**config.mk**
```make
export PLATFORM = sky130hd
export DESIGN_NAME = microsequencer
export DESIGN_NICKNAME = d
export VERILOG_FILES = /design/src/design/useq_pkg.sv /design/src/design/microsequencer.sv /design/src/design/pc_select.sv /design/src/design/seq_control.sv /design/src/design/spc_stack.sv
export VERILOG_INCLUDE_DIRS = /design/src
export SDC_FILE = /design/constraint.sdc
export NUM_CORES = 1
export LEC_CHECK = 0
export BUFFER_PORTS_ARGS = -buffer_cell sky130_fd_sc_hd__buf_2
export CAP_MARGIN = 10
export CORE_AREA = 2 2 155 271
export CTS_CLUSTER_SIZE = 10
export DETAILED_ROUTE_END_ITERATION = 12
export DIE_AREA = 0 0 157 273
export HOLD_SLACK_MARGIN = 0.06
export PLACE_DENSITY_LB_ADDON = 0.1
export SYNTH_ARGS = -nofsm -noshare
export SYNTH_HDL_FRONTEND = slang
export SYNTH_HIERARCHICAL = 1
export SYNTH_SLANG_ARGS = --single-unit
```
**constraint.sdc**
```tcl
create_clock -name clk -period 3 [get_ports clk]
set_input_delay 0.3 -clock clk [delete_from_list [all_inputs] [get_ports clk]]
set_output_delay 0.3 -clock clk [all_outputs]
set_load 0.01 [all_outputs]
```
**src/useq_settings.svh**
```systemverilog
`ifndef USEQ_SETTINGS_SVH
`define USEQ_SETTINGS_SVH

// Micro-PC width, also the width of every return address
`define USEQ_PC_WIDTH 14

// Subroutine PC stack, 32 entries
`define USEQ_SPC_DEPTH_LOG2 5
`define USEQ_SPC_DEPTH (1 << `USEQ_SPC_DEPTH_LOG2)

// Vector taken when a trap annuls the current instruction
`define USEQ_TRAP_ADDR 14'h2000

`endif

```
**src/design/useq_pkg.sv**
```systemverilog
`default_nettype none

`include "useq_settings.svh"

package useq_pkg;

   typedef logic [`USEQ_PC_WIDTH-1:0]       pc_t;
   typedef logic [`USEQ_SPC_DEPTH_LOG2-1:0] spc_ptr_t;

   // Four phases of one microinstruction
   typedef enum logic [1:0] {
      PH_DECODE = 2'd0,
      PH_ALU    = 2'd1,
      PH_WRITE  = 2'd2,
      PH_FETCH  = 2'd3
   } phase_t;

   // Where the next micro-PC comes from
   typedef enum logic [2:0] {
      PC_INC  = 3'd0,
      PC_JUMP = 3'd1,
      PC_DISP = 3'd2,
      PC_SPC  = 3'd3,
      PC_TRAP = 3'd4
   } pc_src_t;

   typedef enum logic [1:0] {
      UK_ALU  = 2'd0,
      UK_JUMP = 2'd1,
      UK_DISP = 2'd2
   } uinst_kind_t;

   ////////////////////
   // Microinstruction fields seen by the sequencer
   typedef struct packed {
      uinst_kind_t kind;
      logic        popj;
      logic        src_spc;
      logic        src_spc_pop;
      logic        dest_spc;
      logic        jump_false;
      logic        jump_n;
      logic        jump_call;
      logic        jump_ret;
      pc_t         target;
   } uinst_t;

   // Dispatch memory entry
   typedef struct packed {
      logic n;
      logic p;
      logic r;
      pc_t  addr;
   } disp_entry_t;

   ////////////////////
   // Control bundle from seq_control to the PC and stack units
   typedef struct packed {
      pc_src_t pc_src;
      logic    push;
      logic    pop;
      logic    push_ext;   // push spc_wdata rather than ret_pc
      logic    fetch;
      logic    write;
      pc_t     target;
      pc_t     disp_addr;
   } seq_ctl_t;

endpackage

`default_nettype wire

```
**src/design/microsequencer.sv**
```systemverilog
`timescale 1ns/10ps
`default_nettype none

module microsequencer (
   input  wire                         clk,
   input  wire                         reset,
   input  wire useq_pkg::uinst_t       uinst,
   input  wire useq_pkg::disp_entry_t  disp,
   input  wire                         jcond,
   input  wire                         trap,
   input  wire useq_pkg::pc_t          spc_wdata,
   output wire useq_pkg::pc_t          pc,
   output wire                         fetch,
   output wire                         annul,
   output wire                         spc_drive,
   output wire useq_pkg::pc_t          spc_data,
   output wire useq_pkg::spc_ptr_t     spc_ptr
);
   import useq_pkg::*;

   seq_ctl_t ctl;
   pc_t      ret_pc;
   pc_t      spc_top;

   // Phase is left open here
   seq_control u_ctl (
      .clk       (clk),
      .reset     (reset),
      .uinst     (uinst),
      .disp      (disp),
      .jcond     (jcond),
      .trap      (trap),
      .ctl       (ctl),
      .spc_drive (spc_drive),
      .annul     (annul),
      .phase     ()
   );

   pc_select u_pc (
      .clk       (clk),
      .reset     (reset),
      .ctl       (ctl),
      .target    (ctl.target),
      .disp_addr (ctl.disp_addr),
      .spc_top   (spc_top),
      .pc        (pc),
      .ret_pc    (ret_pc)
   );

   spc_stack u_spc (
      .clk       (clk),
      .reset     (reset),
      .ctl       (ctl),
      .ret_pc    (ret_pc),
      .spc_wdata (spc_wdata),
      .spc_top   (spc_top),
      .spc_ptr   (spc_ptr)
   );

   assign fetch    = ctl.fetch;
   assign spc_data = spc_top;

endmodule

`default_nettype wire

```
**src/design/pc_select.sv**
```systemverilog
`timescale 1ns/10ps
`default_nettype none

`include "useq_settings.svh"

module pc_select (
   input  wire                      clk,
   input  wire                      reset,
   input  wire useq_pkg::seq_ctl_t  ctl,
   input  wire useq_pkg::pc_t       target,
   input  wire useq_pkg::pc_t       disp_addr,
   input  wire useq_pkg::pc_t       spc_top,
   output useq_pkg::pc_t            pc,
   output useq_pkg::pc_t            ret_pc
);
   import useq_pkg::*;

   pc_t next_pc;

   // A call returns to the instruction after itself
   assign ret_pc = pc + 1'b1;

   ////////////////////
   // Next micro-PC

   always_comb begin
      case (ctl.pc_src)
         PC_JUMP: next_pc = target;
         PC_DISP: next_pc = disp_addr;
         PC_SPC:  next_pc = spc_top;
         PC_TRAP: next_pc = `USEQ_TRAP_ADDR;
         default: next_pc = ret_pc;
      endcase
   end

   always_ff @(posedge clk) begin
      if (reset) begin
         pc <= '0;
      end else if (ctl.fetch) begin
         pc <= next_pc;
      end
   end

endmodule

`default_nettype wire

```
**src/design/seq_control.sv**
```systemverilog
`timescale 1ns/10ps
`default_nettype none

module seq_control (
   input  wire                         clk,
   input  wire                         reset,
   input  wire useq_pkg::uinst_t       uinst,
   input  wire useq_pkg::disp_entry_t  disp,
   input  wire                         jcond,
   input  wire                         trap,
   output useq_pkg::seq_ctl_t          ctl,
   output logic                        spc_drive,
   output logic                        annul,
   output useq_pkg::phase_t            phase
);
   import useq_pkg::*;

   uinst_t      uinst_q;
   disp_entry_t disp_q;
   logic        jcond_q;
   logic        trap_q;
   logic        annul_q;
   logic        annulled;
   logic        taken;
   logic        next_n;
   pc_src_t     pc_src;
   logic        push;
   logic        pop;
   logic        push_ext;

   ////////////////////
   // Phase sequencing

   always_ff @(posedge clk) begin
      if (reset) begin
         phase <= PH_DECODE;
      end else begin
         case (phase)
            PH_DECODE: phase <= PH_ALU;
            PH_ALU:    phase <= PH_WRITE;
            PH_WRITE:  phase <= PH_FETCH;
            default:   phase <= PH_DECODE;
         endcase
      end
   end

   // Instruction inputs held for the rest of the instruction
   always_ff @(posedge clk) begin
      if (reset) begin
         uinst_q <= '0;
         trap_q  <= 1'b0;
      end else if (phase == PH_DECODE) begin
         uinst_q <= uinst;
         trap_q  <= trap;
      end
   end

   always_ff @(posedge clk) begin
      if (phase == PH_DECODE) begin
         disp_q  <= disp;
         jcond_q <= jcond;
      end
   end

   // Annul bit for the following instruction, loaded at fetch
   always_ff @(posedge clk) begin
      if (reset) begin
         annul_q <= 1'b0;
      end else if (phase == PH_FETCH) begin
         annul_q <= next_n;
      end
   end

   ////////////////////
   // Next-PC and stack decision

   assign annulled = annul_q | trap_q;
   assign taken    = jcond_q ^ uinst_q.jump_false;

   always_comb begin
      pc_src   = PC_INC;
      push     = 1'b0;
      pop      = 1'b0;
      push_ext = 1'b0;
      next_n   = 1'b0;
      if (trap_q) begin
         pc_src = PC_TRAP;
      end else if (!annul_q) begin
         case (uinst_q.kind)
            UK_JUMP: begin
               if (taken) begin
                  next_n = uinst_q.jump_n;
                  if (uinst_q.jump_ret) begin
                     pop    = 1'b1;
                     pc_src = PC_SPC;
                  end else begin
                     push   = uinst_q.jump_call;
                     pc_src = PC_JUMP;
                  end
               end
            end
            UK_DISP: begin
               next_n = disp_q.n;
               // p and r together fall through to the increment
               if (disp_q.r && !disp_q.p) begin
                  pop    = 1'b1;
                  pc_src = PC_SPC;
               end else if (!disp_q.r) begin
                  push   = disp_q.p;
                  pc_src = PC_DISP;
               end
            end
            default: ;
         endcase
         if (uinst_q.popj) begin
            pop    = 1'b1;
            pc_src = PC_SPC;
         end
         if (uinst_q.src_spc_pop) begin
            pop = 1'b1;
         end
         // Bus write to the stack wins over a call push
         if (uinst_q.dest_spc) begin
            push     = 1'b1;
            push_ext = 1'b1;
         end
      end
   end

   always_comb begin
      ctl.pc_src    = pc_src;
      ctl.push      = push;
      ctl.pop       = pop;
      ctl.push_ext  = push_ext;
      ctl.write     = (phase == PH_WRITE);
      ctl.fetch     = (phase == PH_FETCH);
      ctl.target    = uinst_q.target;
      ctl.disp_addr = disp_q.addr;
   end

   assign annul     = annulled;
   assign spc_drive = !annulled && (uinst_q.src_spc || uinst_q.src_spc_pop) &&
                      (phase != PH_DECODE);

endmodule

`default_nettype wire

```
**src/design/spc_stack.sv**
```systemverilog
`timescale 1ns/10ps
`default_nettype none

`include "useq_settings.svh"

module spc_stack (
   input  wire                      clk,
   input  wire                      reset,
   input  wire useq_pkg::seq_ctl_t  ctl,
   input  wire useq_pkg::pc_t       ret_pc,
   input  wire useq_pkg::pc_t       spc_wdata,
   output useq_pkg::pc_t            spc_top,
   output useq_pkg::spc_ptr_t       spc_ptr
);
   import useq_pkg::*;

   pc_t      mem [`USEQ_SPC_DEPTH];
   pc_t      push_data;
   pc_t      live_top;
   pc_t      held_top;
   spc_ptr_t ptr_up;
   spc_ptr_t ptr_down;
   spc_ptr_t wr_ptr;

   // Pointer wraps modulo the depth, no overflow detection
   assign ptr_up   = spc_ptr + 1'b1;
   assign ptr_down = spc_ptr - 1'b1;

   assign push_data = ctl.push_ext ? spc_wdata : ret_pc;
   assign live_top  = mem[spc_ptr];

   // Push with pop overwrites the current top in place
   assign wr_ptr = ctl.pop ? spc_ptr : ptr_up;

   ////////////////////
   // Pointer update at the end of the write phase

   always_ff @(posedge clk) begin
      if (reset) begin
         spc_ptr <= '0;
      end else if (ctl.write) begin
         if (ctl.push && !ctl.pop) begin
            spc_ptr <= ptr_up;
         end else if (ctl.pop && !ctl.push) begin
            spc_ptr <= ptr_down;
         end
      end
   end

   always_ff @(posedge clk) begin
      if (ctl.write) begin
         held_top <= live_top;
         if (ctl.push) begin
            mem[wr_ptr] <= push_data;
         end
      end
   end

   ////////////////////
   // During fetch the top from before the update is shown,
   // so a popj returns to the entry it popped
   assign spc_top = ctl.fetch ? held_top : live_top;

endmodule

`default_nettype wire

```
# Word-level counts from Yosys, hierarchy flattened

Memories as Yosys holds them, arrays and structs flattened. A register that Yosys moved wholly into a read port is not among the register bits.
Cells that the tools add are included.

Bits in registers: 79
Bits in writable memories: 448
Output and inout port bits: 36
Memories kept: 1
Logic and storage cells: 93
Input bits: 59

Memories:

| name      | words | width | read ports | clocked after Yosys merged registers in | write ports | line            | RTL |
|---|---|---|---|---|---|---|---|
| u_spc.mem | 32    | 14    | 1          | 1                                       | 1           | spc_stack.sv:17 | `` pc_t mem [`USEQ_SPC_DEPTH]; `` |

Reduce and logical (&&, ||, !) cells: 14
Add/sub/neg operators: 3
Mux-type cells: 43
Bitwise logic cells: 2
Equality and inequality tests: 9

Operators with widths:

| operator                                             | count |
|---|---|
| case mux 14 bit (4 select lines)                     | 1 |
| 2-to-1 mux 14 bit                                    | 2 |
| 2-to-1 mux 5 bit                                     | 5 |
| 2-to-1 mux 1 bit                                     | 23 |
| 2-to-1 mux 3 bit                                     | 5 |
| adder 14 x 1 -> 14 bit (second input constant)       | 1 |
| equality test 2 bit (second input constant)          | 3 |
| equality test 3 x 2 -> 1 bit (second input constant) | 2 |
| case mux 1 bit (2 select lines)                      | 3 |
| case mux 2 bit (3 select lines)                      | 1 |
| case mux 3 bit (2 select lines)                      | 1 |
| adder 5 x 1 -> 5 bit (second input constant)         | 1 |
| logical AND 1 bit                                    | 5 |
| subtractor 5 x 1 -> 5 bit (second input constant)    | 1 |
| equality test 2 x 1 -> 1 bit (second input constant) | 2 |
| logical NOT 1 bit                                    | 4 |
| 2-to-1 mux 2 bit                                     | 2 |
| nonzero test 2 bit                                   | 2 |
| equality test 3 x 1 -> 1 bit (second input constant) | 1 |
| equality test 3 bit (second input constant)          | 1 |
| logical NOT 2 bit                                    | 1 |
| AND reduction 2 bit                                  | 1 |
| logical OR 1 bit                                     | 1 |
| OR 1 bit                                             | 1 |
| XOR 1 bit                                            | 1 |

# Logic depth before layout (Yosys ltp)

Gate-level depths: netlist of the first run.

Depth in word-level cells: 14
Mapped depth: 13
Gate-level depth less buffers: 12

# Modules after synthesis

The synthesis of the first run kept the hierarchy.

Modules (own cells, without submodules):

| module      | cells an instance | sequential area each (µm²) | times used | area each (µm²) |
|---|---|---|---|---|
| spc_stack   | 1067              | 14073.5                    | 1          | 18860.6 |
| seq_control | 175               | 1101.1                     | 1          | 1999.4 |
| pc_select   | 169               | 280.3                      | 1          | 1358.8 |

# Least setup slack after synthesis of the first run

OpenSTA, ideal clock, no wires.

Path kind: reg2reg
From: register u_ctl/uinst_q[22] in the netlist's numbering
To: memory u_spc/mem[29][0] in the netlist's numbering, enable pin
Path buffers: 1
Arrival: 2.482 ns
Stages on the path, launching flop included: 12
Library setup time: 0.384 ns
Required time: 2.616 ns
Path slack: 0.133 ns
Clock period less this slack: 2.867 ns
Cells stage by stage: dfxtp_1 -> inv_1 -> ha_1 -> and3b_1 -> nor3_1 -> a221oi_2 -> buf_4 -> nor2b_1 -> nand3_1 -> xnor2_1 -> nand2_1 -> nor2_1

Elaborated cells between the ends (all ways): 15
Classes of those cells: eq/ne (2); mux (13)

RTL lines:

| element                                                             | line               | RTL |
|---|---|---|
| start, declared                                                     | seq_control.sv:18  | `uinst_t uinst_q;` |
| start signal, assigned                                              | seq_control.sv:53  | `uinst_q <= uinst;` |
| equality test 2 bit or equality test 2 x 1 -> 1 bit (tied branches) | seq_control.sv:89  | `case (uinst_q.kind)` |
| case mux 1 bit (2 select lines) (*)                                 | seq_control.sv:89  |  |
| 2-to-1 mux 1 bit (*)                                                | seq_control.sv:115 | `if (uinst_q.popj) begin` |
| 2-to-1 mux 1 bit (*)                                                | seq_control.sv:119 | `if (uinst_q.src_spc_pop) begin` |
| 2-to-1 mux 1 bit (*)                                                | seq_control.sv:88  | `end else if (!annul_q) begin` |
| 2-to-1 mux 1 bit (*)                                                | seq_control.sv:86  | `if (trap_q) begin` |
| named net u_ctl.pop                                                 | seq_control.sv:28  | `logic pop;` |
| 2-to-1 mux 5 bit (*)                                                | spc_stack.sv:33    | `assign wr_ptr = ctl.pop ? spc_ptr : ptr_up;` |
| end, declared                                                       | spc_stack.sv:17    |  |

The timed path passes the listed nets; every way through them passes the cells marked *.

==> qor.csv, run 1 <==
metric,value,unit
P_leak,9.34,nW
Post-Syn Nets,1479,
Worst path slowest cell,nor4_4,
core area,40600,um^2
Synth Flop Type,edfxtp_1,
outcome,finished with violations,
CTS tree,done,
Post-synth top cells,"edfxtp_1, mux2i_1, a22oi_1",
Buf/Inv on CP,5,
Tmin final,3.09,ns
Synth async-reset ratio,0,%
htree depth,2,
CP Launch Type,flip-flop,
Slew HR,40.8,%
Clock Latency Late Sink,0.59,ns
Area contributors post-synth,"edfxtp_1, mux2i_1, dfxtp_1, a22oi_1, a21oi_1",
CTS sink cnt,532,
worst-margin pin slew,0.888,ns
IO buf count,94,
CP most frequent cell,buf_8,
Final Util,68.5,%
Post-Synthesis Cells,1411,
placed cell count,2120,
Total Power Consumption,0.0192,W
gr usage total,28.4,%
routability cong.,0.909,
count of different cell masters after synthesis,62,
CTS buffer count,59,
Max Slew Vio Count,0,
Iteration-0 DRC Markers,929,
Setup Viol. Count Final,11,
Post-DP Area,24500,um^2
synth warn,6,
violations in the final reports,setup timing,
Final Non-Filler Cells,2290,
first-pass GRT wire length,87300,um
final hold violation count,0,
post-synthesis sequential area ratio,69.6,%
DIE AREA,42900,um^2
Worst Hold Class,input pin to flip-flop,
vias in the first global route,13600,
Root Driver,clkbuf_16,
final period utilization,103,%
Rows,98,
"Max FO, Critical Path",6,
dominant cell type by area after synthesis,edfxtp_1,
max cap viols,0,
vias,13500,
DRC,0,
average cell area after synthesis,15.7,um^2
count of state elements after synthesis,532,
post-synth top area share,64.9,%
Max stage delay on crit path,0.42,ns
"count leader, synth",edfxtp_1,
fmax,0.324,GHz
CP Capture Type,output pin,
fill cell count,2736,
post-DR vias/cell,5.89,
DR WL/cell,26.2,um
n_diodes,0,
Detail Placement HPWL,39100,um
Die Height,273,um
"Net count, final",1772,
crit-path cells,buf_12 -> buf_8 -> buf_8 -> mux2i_1 -> a22oi_2 -> a21oi_2 -> nor4_4 -> mux2_4 -> buf_4 -> buf_6,
"CP delay by family, top",buffers and inverters,
synthesized cell area,22200,um^2
io pins,95,
largest net degree at the start of global routing,43,
layout cells sized above 1,29.8,%
CP arrival,2.79,ns
post-route clock skew,0.0217,ns
first-pass iteration count of the detailed router,5,
initial antenna violation count,0,
total grt overflow,0,
RSZ-0062 raised after global routing,true,
setup tns final,-0.394,ns
Crit path required time,2.70,ns
Starting Density,54.7,%
number of flops mapped to enable cells by yosys,480,
Finished Cell Area,27800,um^2
Crit Path Class,flip-flop to output pin,
Longest Clk Path Bufs,3,
WL final,60100,um
area grow syn2layout,25.1,%
Peak VDD IR,0.656,mV
die width,157,um
worst setup margin,-0.0856,ns
pwr dens,689,nW/um^2
Antenna Nets Post-Route,0,
Worst-path clk slew,0.05,ns
## through the flow
step | worst slack, ns | hold slack (ns)
4_1_cts | -0.0767 | 0.304
3_5_place_dp | -0.0392 | 0.460
5_1_grt | -0.123 | 0.331
6_report | -0.0856 | 0.330
3_3_place_gp | -0.00707 | 0.444
2_1_floorplan | 0.133 | 0.378
## power by group
part	total [W]	switching, W	internal (W)
clock network	0.00627	0.00266	0.00361
logic	0.00417	0.00238	0.00180
registers	0.00872	0.000155	0.00856
total	0.0192	0.00519	0.0140
## sequential cells by signal, summed over array words and instances, names as in the netlist, named ones only
register	count
u_pc/pc	14
u_ctl/disp_q	3
u_spc/held_top	14
u_ctl/trap_q	1
u_spc/mem	448
u_spc/spc_ptr	5
u_ctl/uinst_q	10
u_ctl/phase	2
u_ctl/jcond_q	1
u_ctl/annul_q	1
u_ctl/ctl	28
## routing by layer
layer,vias to the layer above,track usage (%),part of all wire [%]
li1,6052,-,-
met1,6862,31.3,35
met2,451,53.9,56
met3,127,3.08,4.0
met4,0,13.4,5.2
met5,-,0,0
## kinds of logic after synthesis
family / after synthesis / synth area share, %
AO/OA/AOI/OAI: 244 / 7.56
flip-flops: 532 / 69.6
multiplexers: 292 / 13.3
adder cells (fa/ha/maj): 9 / 0.507
AND/OR/NAND/NOR: 182 / 4.44
XOR/XNOR: 21 / 0.862
buffers and inverters: 131 / 3.73
## worst register-to-register path, cell delays in order, from the launching register on
cell and delay, ns:
dfxtp_4 0.38, buf_12 0.15, buf_16 0.16, buf_12 0.14, mux2i_4 0.26, a22oi_1 0.11
a21oi_1 0.29, nor4_4 0.11, mux2_4 0.30, buf_4 0.14, mux2i_2 0.25, a211oi_1 0.13
buf_4 0.15, a31oi_1 0.15, o32ai_1 0.11
## what timing repair did
| action | CTS | global route |
|---|---|---|
| hold endpoints to repair | 44 | 0 |
| setup buffers | 28 | 8 |
| resized for setup | 166 | 22 |
| cloned | 6 | 0 |
| pin swaps | 56 | 28 |
| hold buffers | 44 | 0 |
| endpoints found under the setup margin | 17 | 243 |
## layout by cell type, fill, tap and decap left out, drive strengths merged, types with 3 or more instances in the layout
cell type    synthesis  layout
edfxtp             480     480
buf                 83     295
mux2i              259     259
a22oi              115     115
clkbuf              25      95
nor2                78      78
a21oi               73      73
dfxtp               52      52
dlygate4sd3          0      44
mux2                33      33
inv                 23      25
nand2               20      20
nand3               14      14
nor4                14      14
xnor2               13      13
nor2b               13      13
nor3                11      11
ha                   9       9
xor2                 8       8
o21ai                7       7
a211oi               7       7
nand2b               7       7
nand4                6       6
nor3b                5       5
a31oi                4       4
o211ai               4       4
o31ai                4       4
o32ai                4       4
or3                  3       3
and2                 3       3
a21boi               3       3
a221oi               3       3
## cell type report
cell class	instances	area (um^2)	area share (%)
clock buffers	95	1610	5.80
clock inverters	2	17.5	0.0630
inverters	23	86.3	0.311
multi-input cells	748	6600	23.7
flip-flops and latches	532	15500	55.6
well taps	550	688	2.48
repair buffers	340	3340	12.0
## worst paths after layout
kind                                    endpoint  slack (ns)  cells after the start           from
worst min register to register     u_ctl/annul_q        0.47                      2  u_ctl/annul_q
worst min-delay path            u_spc/mem[14][8]        0.33                      3   spc_wdata[8]
worst max-delay path                 spc_data[2]       -0.09                     10      flip-flop
worst max register to register        u_pc/pc[2]        0.04                     14      flip-flop
Note: power is estimated with default switching activity, not from simulation.
==> run 2: changes to the inputs <==
- SETUP_SLACK_MARGIN: not set -> 0.3
==> qor.csv, run 2 (same netlist as run 1, synthesis figures left out) <==
metric,value,unit
outcome,finished with violations,
violations in the final reports,setup timing,
post-route clock skew,0.0212,ns
most frequent cells in the layout,"edfxtp_1, mux2i_1, buf_4",
Antenna Nets Post-Route,0,
fill cell count,2672,
CTS tree,done,
Final Util,70.4,%
Crit Path Class,flip-flop to output pin,
Setup Viol. Count Final,16,
crit-path cells,buf_12 -> buf_16 -> buf_8 -> buf_6 -> mux2i_1 -> a22oi_1 -> a21oi_1 -> buf_4 -> nor4_2 -> buf_4 -> mux2_4 -> buf_6,
"commonest non-fill, non-tap cell in the layout",edfxtp_1,
"CP delay by family, top",buffers and inverters,
largest net degree at the start of global routing,43,
Iteration-0 DRC Markers,978,
P_leak,9.67,nW
core area,40600,um^2
first-pass GRT wire length,86700,um
initial antenna violation count,0,
"Net count, final",1809,
Tmin final,3.16,ns
final hold violation count,0,
Worst path slowest cell,dfxtp_4,
max cap viols,0,
Slew HR,42.6,%
Sw Pwr,0.00533,W
Max Slew Vio Count,0,
Max stage delay on crit path,0.37,ns
r2r endpoint,u_pc/pc[5],
sw frac,27.2,%
Worst Reg-to-Reg Cells,13,
post-DR vias/cell,5.94,
fmax,0.317,GHz
DIE AREA,42900,um^2
IO buf count,94,
total grt overflow,0,
Logic pwr share,22.9,%
n_diodes,0,
routability cong.,0.847,
CP Launch Type,flip-flop,
io pins,95,
final period utilization,105,%
part of the power in registers,44.5,%
max FFs per register,448,
pwr dens,687,nW/um^2
Hold Crit Start,spc_wdata[10],
Die Height,273,um
largest reg by FF count,u_spc/mem,
clock share of power,32.6,%
Detail Placement HPWL,37300,um
Total Power Consumption,0.0196,W
Buf/Inv on CP,7,
Root Driver,clkbuf_16,
first-pass iteration count of the detailed router,5,
CTS buffer count,59,
CP arrival,2.86,ns
Longest Clk Path Bufs,3,
Worst Hold Class,input pin to flip-flop,
Placement Setup Slack,-0.0199,ns
cell-internal power,0.0143,W
CP Capture Type,output pin,
final worst hold slack,0.293,ns
setup tns final,-1.42,ns
htree depth,2,
WHS Path Cells,3,
worst setup margin,-0.159,ns
vias in the first global route,13800,
DRC,0,
Worst-path clk slew,0.06,ns
Rows,98,
R2R Setup Slk,-0.03,ns
"Max FO, Critical Path",7,
Starting Density,54.7,%
CTS sink cnt,532,
worst-margin pin slew,0.861,ns
Peak VDD IR,0.734,mV
gr usage total,28.0,%
RSZ-0062 raised after global routing,true,
area grow syn2layout,28.6,%
die width,157,um
Clock Latency Late Sink,0.60,ns
layout cells sized above 1,34.9,%
hold worst-path end,u_spc/mem[23][10],
DR WL/cell,26.3,um
WL final,61100,um
vias,13800,
Crit path required time,2.70,ns
-- run 2: power groups by stage --
stage	clock network [W]	registers [W]	logic, W
final	0.00639	0.00873	0.00449
after global routing	0.00674	0.00874	0.00469
after floorplan	0	0.00880	0.00211
after global placement	0	0.00885	0.00336
after CTS	0.00647	0.00871	0.00398
after detailed placement	0	0.00886	0.00340
-- run 2: routing by layer --
layer / vias to the layer above / global-route usage [%] / routed length (um) / part of all wire (%)
met5: - / 0 / 0 / 0
met4: 0 / 11.6 / 2750 / 4.5
met3: 123 / 2.76 / 2640 / 4.3
met2: 469 / 52.7 / 33800 / 55
met1: 7078 / 31.9 / 21900 / 36
li1: 6151 / - / - / -
-- run 2: what timing repair did --
action                     CTS  global route
setup endpoints to repair  484           469
cloned                      11            13
pin swaps                   31            62
hold endpoints to repair    45             0
hold buffers                44             0
gates resized for setup    148           178
setup buffers               26            34
-- run 2: tightest hold or removal path, delay by kind of cell --
kind     cells  cell delay [ns]
buf+inv      2             0.27
mux          1             0.16
-- run 2: metrics by stage --
step / area [um^2] / instances
floorplan: 22200 / 1411
global placement: 24300 / 2102
detailed placement: 24300 / 2102
CTS: 27400 / 2280
global route: 28600 / 2327
finish: 28600 / 2327
-- run 2: worst max path at each step --
stage,startpoint,endpoint,slack [ns],cells after the start
3_5_place_dp,flip-flop,u_pc/pc[5],-0.02,11
6_report,flip-flop,spc_data[2],-0.16,12
4_1_cts,flip-flop,spc_data[11],-0.13,12
3_3_place_gp,flip-flop,u_pc/pc[7],0.03,11
2_1_floorplan,u_ctl/uinst_q[22],u_spc/mem[29][0],0.13,11
5_1_grt,flip-flop,spc_data[2],-0.24,12
-- run 2: final cells by class --
class	instances	area (um^2)	area share, %
Clock buffer	96	1660	5.80
Clock inverter	1	8.76	0.0307
Inverter	23	90.1	0.315
Multi-Input combinational cell	748	6940	24.3
Sequential cell	532	15500	54.1
Tap cell	550	688	2.41
Timing Repair Buffer	377	3710	13.0
==> run 3: changes to the inputs <==
- CTS_BUF_LIST: not set -> sky130_fd_sc_hd__clkbuf_16
- SKIP_CTS_REPAIR_TIMING: not set -> 1
==> qor.csv, run 3 (same netlist as run 1, synthesis figures left out) <==
metric,value,unit
vias in the first global route,13300,
routability cong.,0.847,
Final Util,70.2,%
IO buf count,94,
largest reg by FF count,u_spc/mem,
Total Power Consumption,0.0194,W
largest net degree at the start of global routing,43,
worst-margin pin slew,0.834,ns
Peak VDD IR,0.731,mV
max FFs per register,448,
outcome,finished with violations,
"Max FO, Critical Path",14,
RSZ-0062 raised after global routing,true,
Starting Density,54.7,%
CP arrival,2.82,ns
first-pass iteration count of the detailed router,5,
final period utilization,104,%
fmax,0.320,GHz
setup tns final,-1.09,ns
layout cells sized above 1,33.7,%
"Net count, final",1811,
Rows,98,
area of the multi-input gates,6890,um^2
Detail Placement HPWL,37300,um
first-pass GRT wire length,82400,um
post-route clock skew,0.0189,ns
n_diodes,0,
WL final,61400,um
CTS sink cnt,532,
DIE AREA,42900,um^2
"commonest non-fill, non-tap cell in the layout",edfxtp_1,
Placement Setup Slack,-0.0199,ns
area grow syn2layout,28.2,%
CP Capture Type,output pin,
core area,40600,um^2
CP Launch Type,flip-flop,
Worst Reg-to-Reg Cells,12,
Clock Latency Late Sink,0.59,ns
DR WL/cell,26.4,um
CTS tree,done,
post-DR vias/cell,5.92,
vias,13800,
Crit Path Class,flip-flop to output pin,
Max Slew Vio Count,0,
Longest Clk Path Bufs,3,
R2R Setup Slk,-0.04,ns
register area,15500,um^2
Antenna Nets Post-Route,0,
Setup Viol. Count Final,15,
violations in the final reports,setup timing,
pwr dens,680,nW/um^2
fill cell count,2682,
Root Driver,clkbuf_16,
gr usage total,26.5,%
Worst Hold Class,input pin to flip-flop,
io pins,95,
Tmin final,3.12,ns
final hold violation count,0,
worst setup margin,-0.121,ns
crit path to,spc_data[8],
CTS buffer count,59,
most frequent cells in the layout,"edfxtp_1, mux2i_1, buf_4",
Worst-path clk slew,0.06,ns
htree depth,2,
max cap viols,0,
initial antenna violation count,0,
Die Height,273,um
die width,157,um
Slew HR,44.4,%
total grt overflow,0,
Iteration-0 DRC Markers,972,
P_leak,9.80,nW
DRC,0,
r2r endpoint,u_pc/pc[5],
Crit path required time,2.70,ns
-- run 3: where the power goes --
group	leakage (nW)	internal [W]	total, W	switching, W
clock network	0.943	0.00359	0.00627	0.00268
registers	4.84	0.00857	0.00872	0.000156
logic	4.02	0.00192	0.00439	0.00247
-- run 3: how the worst min path moves through the flow --
stage / cells after the start / slack (ns) / to / from
final: 3 / 0.30 / u_spc/mem[23][10] / spc_wdata[10]
after global routing: 3 / 0.30 / u_spc/mem[23][10] / spc_wdata[10]
after CTS: 1 / -0.15 / u_ctl/disp_q[16] / disp[16]
after detailed placement: 2 / 0.47 / u_ctl/annul_q / u_ctl/annul_q
after global placement: 2 / 0.44 / u_ctl/annul_q / u_ctl/annul_q
after floorplan: 1 / 0.38 / flip-flop / reset
-- run 3: worst max-delay path, cell delays in order, from the launching register on --
cell and delay, ns:
dfxtp_4 0.42, buf_6 0.16, buf_12 0.19, buf_6 0.17, mux2i_1 0.25, a22oi_2 0.13, a21oi_4 0.19, nor4_4 0.07
buf_4 0.15, mux2_4 0.28, buf_6 0.12, buf_6 0.11
-- run 3: through the flow --
stage	hold slack (ns)	area, um^2	cells
after floorplan	0.378	22200	1411
after global placement	0.445	24300	2102
after detailed placement	0.467	24300	2102
after CTS	-0.151	25900	2199
after global routing	0.300	28500	2329
final	0.305	28500	2329
-- run 3: layout make-up --
cell class,count,area share (%)
sequential,532,54.3
multi-input combinational,748,24.2
tap,550,2.42
timing repair buffer,379,12.9
clock buffer,61,5.36
clock inverter,36,0.492
inverter,23,0.316
-- run 3: layer usage --
layer	up-vias	wire [um]	global-route usage [%]	part of all wire, %
met2	455	33800	48.6	55
met4	0	3220	12.9	5.2
li1	6137	-	-	-
met5	-	0	0	0
met3	130	2400	2.84	3.9
met1	7056	21900	30.5	36
